[src/include/fp16_defs.svh]
`ifndef FP16_DEFS_SVH
`define FP16_DEFS_SVH

// binary16 word layout
`define FP16_W 16
`define FP16_EXP_W 5
`define FP16_MAN_W 10

// exponent bias of the half-precision format
`define FP16_BIAS 15

// all-ones exponent marks inf and nan
`define FP16_EXP_MAX 5'h1f

// canonical quiet nan returned for every invalid product
`define FP16_QNAN 16'h7E00

// job buffer entries, power of two
`define JOB_FIFO_DEPTH 4

`endif

[src/rtl/fp16_pkg.sv]
package fp16_pkg;

  `include "fp16_defs.svh"

  // field view of a half-precision word
  typedef struct packed {
    logic                   sign;
    logic [`FP16_EXP_W-1:0] exp;
    logic [`FP16_MAN_W-1:0] man;
  } fp16_fields_t;

  // same word, seen raw or split into fields
  typedef union packed {
    logic [`FP16_W-1:0] raw;
    fp16_fields_t       f;
  } fp16_t;

  // class of a single operand or of a bypass result
  typedef enum logic [1:0] {
    CLS_ZERO   = 2'd0,
    CLS_FINITE = 2'd1,
    CLS_INF    = 2'd2,
    CLS_NAN    = 2'd3
  } op_class_t;

  // one multiply job as it sits in the buffer
  // special results are kept as sign plus class, not a full word
  typedef struct packed {
    fp16_t     a;
    fp16_t     b;
    logic      bypass;
    logic      res_sign;
    op_class_t res_class;
  } mult_job_t;

endpackage

[src/rtl/fp16_job_if.sv]
`timescale 1ns/1ps

interface fp16_job_if
  import fp16_pkg::*;
();

  logic      push;
  mult_job_t job;
  logic      full;
  logic      empty;
  logic      pop;

  // producer side
  modport src (output push, output job, input full);

  // consumer side
  modport dst (input job, input empty, output pop);

  // buffer write side, serves a producer
  modport fifo_wr (input push, input job, output full);

  // buffer read side, head entry valid while not empty
  modport fifo_rd (output job, output empty, input pop);

endinterface

[src/rtl/fp16_job_fifo.sv]
`timescale 1ns/1ps

`include "fp16_defs.svh"

module fp16_job_fifo
  import fp16_pkg::*;
(
  input  logic        clk,
  input  logic        n_rst,
  fp16_job_if.fifo_wr wr,
  fp16_job_if.fifo_rd rd
);

  localparam int DEPTH = `JOB_FIFO_DEPTH;
  localparam int AW    = $clog2(DEPTH);

  mult_job_t      mem [DEPTH];
  logic [AW-1:0]  wr_ptr;
  logic [AW-1:0]  rd_ptr;
  logic [AW:0]    count;
  logic           do_push;
  logic           do_pop;

  assign do_push = wr.push && !wr.full;
  assign do_pop  = rd.pop && !rd.empty;

  // levels straight from the occupancy count
  assign wr.full  = (count == (AW + 1)'(DEPTH));
  assign rd.empty = (count == '0);

  // head entry
  assign rd.job = mem[rd_ptr];

  always_ff @(posedge clk) begin
    if (do_push) begin
      mem[wr_ptr] <= wr.job;
    end
  end

  // pointers wrap naturally since depth is a power of two
  always_ff @(posedge clk, negedge n_rst) begin
    if (!n_rst) begin
      wr_ptr <= '0;
      rd_ptr <= '0;
      count  <= '0;
    end else begin
      if (do_push) begin
        wr_ptr <= wr_ptr + 1'b1;
      end
      if (do_pop) begin
        rd_ptr <= rd_ptr + 1'b1;
      end
      case ({do_push, do_pop})
        2'b10:   count <= count + 1'b1;
        2'b01:   count <= count - 1'b1;
        default: count <= count;
      endcase
    end
  end

  a_no_push_when_full: assert property (
    @(posedge clk) disable iff (!n_rst) wr.push |-> !wr.full
  );

  a_no_pop_when_empty: assert property (
    @(posedge clk) disable iff (!n_rst) rd.pop |-> !rd.empty
  );

endmodule

[src/rtl/fp16_mult.sv]
`timescale 1ns/1ps

`include "fp16_defs.svh"

module fp16_mult
  import fp16_pkg::*;
(
  input  logic                clk,
  input  logic                n_rst,
  input  logic                in_valid,
  input  logic [`FP16_W-1:0]  a,
  input  logic [`FP16_W-1:0]  b,
  output logic                busy,
  output logic                out_valid,
  output logic [`FP16_W-1:0]  product
);

  fp16_t op_a;
  fp16_t op_b;
  fp16_t product_w;

  // classifier to buffer, and buffer to core
  fp16_job_if in_link ();
  fp16_job_if out_link ();

  assign op_a.raw = a;
  assign op_b.raw = b;

  fp16_operand_classifier u_classifier (
    .clk      (clk),
    .n_rst    (n_rst),
    .in_valid (in_valid),
    .a        (op_a),
    .b        (op_b),
    .busy     (busy),
    .link     (in_link.src)
  );

  fp16_job_fifo u_fifo (
    .clk   (clk),
    .n_rst (n_rst),
    .wr    (in_link.fifo_wr),
    .rd    (out_link.fifo_rd)
  );

  fp16_mult_core u_core (
    .clk       (clk),
    .n_rst     (n_rst),
    .link      (out_link.dst),
    .out_valid (out_valid),
    .product   (product_w)
  );

  assign product = product_w.raw;

endmodule

[src/rtl/fp16_mult_core.sv]
`timescale 1ns/1ps

`include "fp16_defs.svh"

module fp16_mult_core
  import fp16_pkg::*;
(
  input  logic     clk,
  input  logic     n_rst,
  fp16_job_if.dst  link,
  output logic     out_valid,
  output fp16_t    product
);

  typedef enum logic [2:0] {
    S_IDLE,
    S_MULT,
    S_DENORM,
    S_NORM,
    S_ROUND,
    S_EMIT
  } state_t;

  state_t            state;
  mult_job_t         job_r;
  logic [21:0]       mant_r;
  logic signed [7:0] exp_r;
  logic              sticky_r;
  fp16_t             result_r;

  logic [10:0]       sig_a;
  logic [10:0]       sig_b;
  logic [4:0]        eff_a;
  logic [4:0]        eff_b;
  logic signed [7:0] exp_sum;
  logic [4:0]        lz;
  logic signed [7:0] exp_n;
  logic              guard;
  logic              rnd;
  logic              stk;
  logic              round_up;
  logic [11:0]       sum;
  logic [10:0]       man_fin;
  logic signed [7:0] exp_fin;
  fp16_t             rounded;
  fp16_t             bypass_word;

  function automatic logic [4:0] lead_zeros(input logic [21:0] v);
    logic [4:0] n;
    n = 5'd0;
    // highest set bit wins
    for (int i = 0; i < 22; i++) begin
      if (v[i]) begin
        n = 5'(21 - i);
      end
    end
    return n;
  endfunction

  // hidden bit, and subnormals use exponent 1
  assign sig_a   = {job_r.a.f.exp != '0, job_r.a.f.man};
  assign sig_b   = {job_r.b.f.exp != '0, job_r.b.f.man};
  assign eff_a   = (job_r.a.f.exp == '0) ? 5'd1 : job_r.a.f.exp;
  assign eff_b   = (job_r.b.f.exp == '0) ? 5'd1 : job_r.b.f.exp;
  // biased exponent for a leading one at bit 21
  assign exp_sum = $signed({3'b000, eff_a}) + $signed({3'b000, eff_b})
                   - 8'(`FP16_BIAS - 1);

  assign lz    = lead_zeros(mant_r);
  assign exp_n = exp_r - $signed({3'b000, lz});

  // round to nearest, ties to even
  always_comb begin
    guard    = mant_r[10];
    rnd      = mant_r[9];
    stk      = (|mant_r[8:0]) | sticky_r;
    round_up = guard & (rnd | stk | mant_r[11]);
    sum      = {1'b0, mant_r[21:11]} + {11'd0, round_up};
    if (sum[11]) begin
      man_fin = sum[11:1];
      exp_fin = exp_r + 8'sd1;
    end else begin
      man_fin = sum[10:0];
      exp_fin = exp_r;
    end
    rounded.f.sign = job_r.a.f.sign ^ job_r.b.f.sign;
    if (exp_fin >= 8'sd31) begin
      rounded.f.exp = `FP16_EXP_MAX;
      rounded.f.man = '0;
    end else begin
      // no hidden bit left means subnormal
      rounded.f.exp = man_fin[10] ? exp_fin[4:0] : 5'd0;
      rounded.f.man = man_fin[9:0];
    end
  end

  // rebuild the special result from sign and class
  always_comb begin
    case (job_r.res_class)
      CLS_NAN: bypass_word.raw = `FP16_QNAN;
      CLS_INF: bypass_word.raw = {job_r.res_sign, `FP16_EXP_MAX, 10'd0};
      default: bypass_word.raw = {job_r.res_sign, 15'd0};
    endcase
  end

  assign link.pop = (state == S_IDLE) && !link.empty;

  always_ff @(posedge clk) begin
    if (link.pop) begin
      job_r <= link.job;
    end
    case (state)
      S_MULT: begin
        mant_r   <= sig_a * sig_b;
        exp_r    <= exp_sum;
        sticky_r <= 1'b0;
      end
      S_NORM: begin
        if (exp_n < -8'sd11) begin
          // too small even for the guard bit, flush to sticky
          mant_r   <= '0;
          sticky_r <= 1'b1;
          exp_r    <= 8'sd1;
        end else begin
          mant_r <= mant_r << lz;
          exp_r  <= exp_n;
        end
      end
      S_DENORM: begin
        mant_r   <= mant_r >> 1;
        sticky_r <= sticky_r | mant_r[0];
        exp_r    <= exp_r + 8'sd1;
      end
      S_ROUND: begin
        result_r <= rounded;
      end
      default: begin
      end
    endcase
  end

  always_ff @(posedge clk, negedge n_rst) begin
    if (!n_rst) begin
      state     <= S_IDLE;
      out_valid <= 1'b0;
      product   <= '0;
    end else begin
      out_valid <= 1'b0;
      case (state)
        S_IDLE: begin
          if (link.pop) begin
            state <= link.job.bypass ? S_EMIT : S_MULT;
          end
        end
        S_MULT: state <= S_NORM;
        S_NORM: begin
          if (exp_n < -8'sd11 || exp_n >= 8'sd1) begin
            state <= S_ROUND;
          end else begin
            state <= S_DENORM;
          end
        end
        S_DENORM: begin
          // last shift brings the exponent to 1
          if (exp_r == 8'sd0) begin
            state <= S_ROUND;
          end
        end
        S_ROUND: state <= S_EMIT;
        S_EMIT: begin
          out_valid <= 1'b1;
          product   <= job_r.bypass ? bypass_word : result_r;
          state     <= S_IDLE;
        end
        default: state <= S_IDLE;
      endcase
    end
  end

  a_out_valid_pulse: assert property (
    @(posedge clk) disable iff (!n_rst) out_valid |=> !out_valid
  );

  // popped job comes out within the longest denormalize run of 12 shifts
  a_job_latency: assert property (
    @(posedge clk) disable iff (!n_rst) link.pop |-> ##[2:17] out_valid
  );

endmodule

[src/rtl/fp16_operand_classifier.sv]
`timescale 1ns/1ps

`include "fp16_defs.svh"

module fp16_operand_classifier
  import fp16_pkg::*;
(
  input  logic          clk,
  input  logic          n_rst,
  input  logic          in_valid,
  input  fp16_t         a,
  input  fp16_t         b,
  output logic          busy,
  fp16_job_if.src       link
);

  op_class_t cls_a;
  op_class_t cls_b;
  mult_job_t job_next;
  mult_job_t job_r;
  logic      push_r;

  function automatic op_class_t classify(input fp16_t x);
    if (x.f.exp == `FP16_EXP_MAX) begin
      return (x.f.man == '0) ? CLS_INF : CLS_NAN;
    end
    if (x.f.exp == '0 && x.f.man == '0) begin
      return CLS_ZERO;
    end
    // subnormals count as finite
    return CLS_FINITE;
  endfunction

  assign cls_a = classify(a);
  assign cls_b = classify(b);

  // special-case priority: nan, inf, zero
  always_comb begin
    job_next.a         = a;
    job_next.b         = b;
    job_next.res_sign  = a.f.sign ^ b.f.sign;
    job_next.bypass    = 1'b1;
    job_next.res_class = CLS_FINITE;
    if (cls_a == CLS_NAN || cls_b == CLS_NAN) begin
      job_next.res_class = CLS_NAN;
    end else if ((cls_a == CLS_INF && cls_b == CLS_ZERO) ||
                 (cls_a == CLS_ZERO && cls_b == CLS_INF)) begin
      // inf times zero is invalid
      job_next.res_class = CLS_NAN;
    end else if (cls_a == CLS_INF || cls_b == CLS_INF) begin
      job_next.res_class = CLS_INF;
    end else if (cls_a == CLS_ZERO || cls_b == CLS_ZERO) begin
      job_next.res_class = CLS_ZERO;
    end else begin
      job_next.bypass = 1'b0;
    end
  end

  always_ff @(posedge clk, negedge n_rst) begin
    if (!n_rst) begin
      push_r <= 1'b0;
    end else begin
      push_r <= in_valid;
    end
  end

  always_ff @(posedge clk) begin
    if (in_valid) begin
      job_r <= job_next;
    end
  end

  assign link.push = push_r;
  assign link.job  = job_r;
  assign busy      = link.full;

  // caller must hold off while the buffer is full
  a_no_strobe_when_busy: assert property (
    @(posedge clk) disable iff (!n_rst) in_valid |-> !link.full
  );

endmodule

[config.mk]
export PLATFORM = sky130hd
export DESIGN_NAME = fp16_mult
export DESIGN_NICKNAME = d
export VERILOG_FILES = /design/src/rtl/fp16_pkg.sv /design/src/rtl/fp16_job_if.sv /design/src/rtl/fp16_job_fifo.sv /design/src/rtl/fp16_mult.sv /design/src/rtl/fp16_mult_core.sv /design/src/rtl/fp16_operand_classifier.sv
export VERILOG_INCLUDE_DIRS = /design/src /design/src/include
export SDC_FILE = /design/constraint.sdc
export NUM_CORES = 1
export LEC_CHECK = 0
export CORE_UTILIZATION = 56
export DETAILED_ROUTE_END_ITERATION = 10
export DONT_BUFFER_PORTS = 1
export PLACE_DENSITY_LB_ADDON = 0.12
export RECOVER_POWER = 50
export SLEW_MARGIN = 20
export SYNTH_ARGS = -nofsm -noshare
export SYNTH_HDL_FRONTEND = slang
export SYNTH_SLANG_ARGS = --single-unit
[constraint.sdc]
create_clock -name clk -period 6.61 [get_ports clk]
set_input_delay 0.3305 -clock clk [delete_from_list [all_inputs] [get_ports clk]]
set_output_delay 0.3305 -clock clk [all_outputs]
set_load 0.005 [all_outputs]
==> results of run 1 <==
## critical path, stage by stage (launching register included)
cell	delay [ps]
edfxtp_1	440
nor3_1	200
nand2_1	300
nand2_1	200
fa_1	430
fa_1	510
fa_1	540
inv_1	50
fa_1	500
fa_1	490
ha_1	240
or3_1	340
o32ai_1	460
o21a_1	290
o21ai_0	160
or3_1	340
a21o_1	170
o2111ai_1	90
## cell usage after synthesis (all sizes together) (10+ instances only)
| cell | count |
|---|---|
| nand3 | 34 |
| dfrtp | 28 |
| o21ai | 54 |
| a21oi | 45 |
| nand2b | 12 |
| a211oi | 21 |
| edfxtp | 263 |
| and2 | 58 |
| mux4 | 36 |
| ha | 81 |
| mux2i | 24 |
| fa | 83 |
| clkbuf | 60 |
| inv | 123 |
| o211ai | 11 |
| nor2 | 75 |
| xor2 | 20 |
| a31oi | 11 |
| nand2 | 161 |
| a221oi | 10 |
| nor4 | 14 |
| nor3 | 31 |
| xnor2 | 25 |
| buf | 16 |
## routing by layer
metal / vias to the layer above / GRT usage / part of all wire
met4: 0 / 0.0627 / 0.021
met5: - / 0 / 0
met1: 5337 / 0.326 / 0.43
li1: 5067 / - / -
met3: 65 / 0.0276 / 0.047
met2: 342 / 0.406 / 0.50
## area by class of cell
class                           instances  area share
Clock buffer                           38      0.0431
Clock inverter                         13     0.00841
Inverter                              124      0.0252
Multi-Input combinational cell        915       0.409
Sequential cell                       291       0.463
Tap cell                              390      0.0262
Timing Repair Buffer                   54      0.0252
## what timing repair did
item | in CTS | in global routing
hold buffers | 35 | 0
endpoints found under the hold margin | 98 | 0
buffers inserted | 0 | 0
## logic make-up (layout without fill, tap and decap cells)
group	Yosys count	after routing	share of synthesized area
multiplexers	60	60	0.0619
flip-flops	291	291	0.506
XOR/XNOR	45	45	0.0232
AO/OA/AOI/OAI	230	230	0.0901
AND/OR/NAND/NOR	416	416	0.115
adder cells (fa/ha/maj)	164	164	0.157
buffers and inverters	200	229	0.0460
## state kept, by name, indices dropped and copies added (netlist names)
name                    flops
u_fifo.wr_ptr               2
u_core.result_r            16
u_fifo.rd_ptr               2
u_core.mant_r              22
u_classifier.link.push      1
u_core.product             16
u_core.state                3
u_classifier.link.job      36
u_fifo.mem                144
u_core.job_r               36
u_fifo.count                3
u_core.sticky_r             1
u_core.out_valid            1
u_core.exp_r                8
## worst max-delay path by stage
stage	depth (start not counted)	slack, ps	endpoint	from
floorplan	8	750	u_fifo.count[2]$_DFFE_PN0P_	u_core.state[2]$_DFFE_PN0P_
global placement	17	790	u_core.mant_r[19]$_DFFE_PP_	u_core.job_r[15]$_DFFE_PP_
detailed placement	17	670	u_core.mant_r[19]$_DFFE_PP_	u_core.job_r[15]$_DFFE_PP_
CTS	17	650	u_core.mant_r[19]$_DFFE_PP_	u_core.job_r[15]$_DFFE_PP_
global route	17	250	u_core.mant_r[19]$_DFFE_PP_	u_core.job_r[15]$_DFFE_PP_
finish	17	680	u_core.mant_r[19]$_DFFE_PP_	u_core.job_r[15]$_DFFE_PP_
## placed cells by master, fill, tap and decap left out, drive strengths merged, types with 6 or more instances in the layout
master	instances
edfxtp	263
nand2	161
inv	124
fa	83
ha	81
nor2	75
and2	58
o21ai	54
a21oi	45
clkbuf	43
mux4	36
nand3	34
dlygate4sd3	33
nor3	31
dfrtp	28
xnor2	25
mux2i	24
a211oi	21
xor2	20
buf	16
nor4	14
nand2b	12
a31oi	11
o211ai	11
a221oi	10
and3	9
a21o	9
o21a	9
a22oi	9
o221ai	8
clkinv	8
o311ai	6
o2111ai	6
## stage by stage
step                      hold slack [ps]  worst slack [ps]  cells  utilization  instance area (sq um)
after detailed placement             35.3               672   1739        0.583                  17300
after global placement               35.4               795   1739        0.583                  17300
after CTS                            7.15               655   1825        0.627                  18600
after floorplan                      34.9               748   1406            -                  17000
final                                 135               681   1825        0.626                  18600
after global routing                  113               247   1825        0.626                  18600
==> reports/qor.txt, run 1 <==
Post-synth EDFFs - 263
IO Count - 53
Hold Path End - u_classifier.link.job[1]$_SDFFCE_PP1P_
DRC violation count after routing - 0
Num rows - 63
Largest net degree at the start of global routing - 40
Layout cells sized above 1 - 0.0739
1st-iter DRT viols - 953
Area of the core - 29,700 sq um
Register area - 8600 sq um
Worst clock skew - 12.5 ps
Seq/Total Area, Yosys - 0.506
Failing checks - capacitance limit, slew limit
Final RePlAce weighted congestion - 0.917
Critical Path RT - 6990 ps
Kind of critical path - reg -> reg
TritonCTS clock tree - yes
Cell count after synthesis - 1,406
Max-slew violations - 145
First-pass GRT wire length - 58.2 mm
Slew HR - -0.501
Synthesized area - 17,000 sq um
Fill count - 2,244
Die area - 31,000 sq um
Hold Crit Start - b[13]
CTS sink count - 291
Top cells by area, synth - edfxtp_1 (46%), fa_1 (9.8%), ha_1 (6.0%)
Initial core utilization - 0.572
Hold Crit Class - in -> reg
Worst Hold Depth - 2
Status - finished, violations left
Worst Path Arrival - 6310 ps
Die Span Y - 176 microns
Clock tree buffer depth - 3
Total CTS buffers - 30
Die width - 176 microns
RR Startpoint - u_core.job_r[15]$_DFFE_PP_
Total negative slack - 0 ps
Worst Max-Slew Pin Slew - 2250 ps
Ant diodes - 0
Grt ovf - 0
Via-to-Cell Ratio - 5.92
Synthesis-to-layout area growth - 9.45%
Wire per inst - 19.5 microns
Initial DRT Pass Iterations - 6
Vias - 10,811
Post-synth top area cell - edfxtp_1
Initial antenna violation count - 0
Post-cts sizing count - 0
Fmax - 0.169 GHz
Routed Antenna Nets - 0
Hold Violations, Final - 0
Post-detail-place hpwl - 24.9 mm
Tmin final - 5930 ps
Crit. End Element - flip-flop
Overall Global Routing Usage - 0.238
FF-to-FF setup slack - 680 ps
Async S/R FF share, synth - 0.0962
Net Count, Synth - 1,605
R2r worst-path depth - 17
Max Cap Violations - 4
CTS clk-pin slew, worst paths - 60 ps
Clk_lat worst skew - 550 ps
Root buffer cell - clkbuf_16
Multi-input logic area - 7610 sq um
Finish-stage setup viols - 0
Drt total wl - 35.7 mm
Post-synthesis register bit count - 291
IO buf count - 0
Yosys top cell area share - 0.465
Period utilization - 0.897
Synth warnings - 0
Max FO, Critical Path - 12
Syn avg cell area - 12.1 sq um
Nets - 1,615
Post-synth top flop - edfxtp_1
Vias in the first global route - 11,105
Synth unique cells - 66
RR Endpoint - u_core.mant_r[19]$_DFFE_PP_
CTS HTree Levels - 1
Startpoint types - flip-flop
Unrepaired setup endpoints after global routing - no
Power of run 1 is not shown: default switching activity piles up to over one toggle a cycle in this logic, so the estimate is an artifact.
==> run 2: changes to the inputs <==
- PLACE_DENSITY: not set -> 0.8
- PLACE_DENSITY_LB_ADDON: 0.12 -> not set
==> run 2 against run 1 <==
Effect of this change: the flow still finishes with violations (capacitance limit, slew limit); cell area fell by 0.36%; routed wire length rose by 6.0%; count of clock-buffer cells in the layout fell by 7; critical path type unchanged; largest cell class unchanged; highest routed layer unchanged.
==> reports/qor.txt, run 2 (synthesis gave the netlist of run 1 again) <==
Wire per inst - 20.7 microns (+5.9%)
Drt total wl - 37.8 mm (+6.0%)
Post-detail-place hpwl - 24.9 mm (-0.24%)
Initial DRT Pass Iterations - 6 (unchanged)
Max stage delay cell, worst path - fa_1
Slowest cell delay on critical path - 550 ps (about the same)
Finish-stage setup viols - 0 (unchanged)
Nets - 1,613 (-0.12%)
Failing checks - capacitance limit, slew limit
Hold Crit Class - in -> reg
Post-CTS setup buffers - 0 (unchanged)
Area of the core - 29,700 sq um (unchanged)
First-pass GRT wire length - 60.2 mm (+3.6%)
Final RePlAce weighted congestion - 0.956 (+4.2%)
Commonest cells after routing, fill and taps aside - edfxtp_1 (263), nand2_1 (161), inv_1 (121), fa_1 (83), ha_1 (81)
Max reg flops - 144 (unchanged)
Vias in the first global route - 11,445 (+3.1%)
Routed Antenna Nets - 0 (unchanged)
Buffers and inverters on the worst path - 1 (unchanged)
Startpoint types - flip-flop
Die area - 31,000 sq um (unchanged)
Tmin final - 5890 ps (-38.6 ps)
Crit path max-delay family - adder cells
Initial antenna violation count - 0 (unchanged)
Status - finished, violations left
Crit. End Element - flip-flop
TritonCTS clock tree - yes
Max Cap Violations - 4 (unchanged)
Clock tree buffer depth - 3 (unchanged)
Largest net degree at the start of global routing - 40 (unchanged)
Fin Hold WS - 197 ps (+62.1 ps)
Cell Chain, Critical Path - nor3_1 > nand2_1 > nand2_1 > fa_1 > fa_1 > fa_1 > inv_1 > fa_1 > fa_1 > ha_1 > or3_1 > o32ai_1 > o21a_1 > o21ai_0 > or3_1 > a21o_1 > o2111ai_1
Grt ovf - 0 (unchanged)
CTS sink count - 291 (unchanged)
Total CTS buffers - 28 (-6.7%)
Design area - 18,500 sq um (-0.36%)
Initial core utilization - 0.572 (unchanged)
Total negative slack - 0 ps (unchanged)
Kind of critical path - reg -> reg
Period utilization - 0.891 (-0.00583)
Setup Slack @ Placement - 723 ps (+51.6 ps)
CP dominant cell by count - fa_1
Top reg by flops - u_fifo.mem
Layout cells sized above 1 - 0.0731 (-0.000748)
Die width - 176 microns (unchanged)
Root buffer cell - clkbuf_16
Hold Violations, Final - 0 (unchanged)
CTS clk-pin slew, worst paths - 60 ps (about the same)
Final WS setup - 720 ps (+38.6 ps)
Num rows - 63 (unchanged)
Worst clock skew - 20.7 ps (+8.23 ps)
Worst Max-Slew Pin Slew - 3120 ps (+864 ps)
Max-slew violations - 146 (+0.69%)
Synthesis-to-layout area growth - 9.05%
CTS HTree Levels - 1 (unchanged)
Slew HR - -1.08 (-0.576)
Most common cell after layout, fill and taps aside - edfxtp_1
Fmax - 0.170 GHz (+0.65%)
Ant diodes - 0 (unchanged)
DRC violation count after routing - 0 (unchanged)
Via-to-Cell Ratio - 6.17 (+4.2%)
Overall Global Routing Usage - 0.249 (+0.0104)
Unrepaired setup endpoints after global routing - no
Vias - 11,275 (+4.3%)
Max FO, Critical Path - 12 (unchanged)
Critical Path RT - 6990 ps (about the same)
IO buf count - 0 (unchanged)
Die Span Y - 176 microns (unchanged)
Worst Path Arrival - 6270 ps (-40 ps)
Clk_lat worst skew - 550 ps (about the same)
1st-iter DRT viols - 1,025 (+7.6%)
IO Count - 53 (unchanged)
Dpl cell area - 17,300 sq um (unchanged)
-- run 2: through the flow --
stage          std cells   util
2_1_floorplan       1406      -
3_3_place_gp        1739  0.583
3_5_place_dp        1739  0.583
4_1_cts             1826  0.625
5_1_grt             1826  0.623
6_report            1826  0.623
-- run 2: worst paths after layout --
check	startpoint	cells after the start	slack, ps	end
setup / recovery	u_core.job_r[15]$_DFFE_PP_	17	720	u_core.mant_r[19]$_DFFE_PP_
hold / removal	b[13]	2	200	u_classifier.link.job[1]$_SDFFCE_PP1P_
setup reg to reg	u_core.job_r[15]$_DFFE_PP_	17	720	u_core.mant_r[19]$_DFFE_PP_
hold reg to reg	u_classifier.link.job[29]$_DFFE_PP_	0	500	u_fifo.mem[3][29]$_DFFE_PP_
max in group asynchronous	n_rst	2	4840	u_fifo.rd_ptr[0]$_DFFE_PN0P_
min in group asynchronous	n_rst	2	730	u_fifo.count[2]$_DFFE_PN0P_
-- run 2: timing repair --
item                                   CTS  global route
gates resized for setup                  0             0
endpoints found under the hold margin   98             0
hold buffers                            35             0
-- run 2: area by class of cell --
class / instances / area [sq um]
clock buffers: 31 / 733
clock inverters: 21 / 158
fillers: 2164 / 11200
inverters: 124 / 468
multi-input cells: 915 / 7610
flip-flops and latches: 291 / 8600
well taps: 390 / 488
repair buffers: 54 / 469
-- run 2: worst reg2reg max path, stage by stage, from the launching register on --
cell       delay (ps)
edfxtp_1          440
nor3_1            200
nand2_1           270
nand2_1           190
fa_1              440
fa_1              520
fa_1              550
inv_1              50
fa_1              500
fa_1              490
ha_1              250
or3_1             360
o32ai_1           460
o21a_1            290
o21ai_0           150
or3_1             330
a21o_1            160
o2111ai_1          90
-- run 2: per-layer routing --
layer / track usage / vias to the layer above / wire, microns
met1: 0.329 / 5649 / 15300
met5: 0 / - / 0
met3: 0.0273 / 100 / 2290
met2: 0.430 / 454 / 19100
met4: 0.0808 / 0 / 1130
li1: - / 5072 / -
Power of run 2 is left out for the same reason.
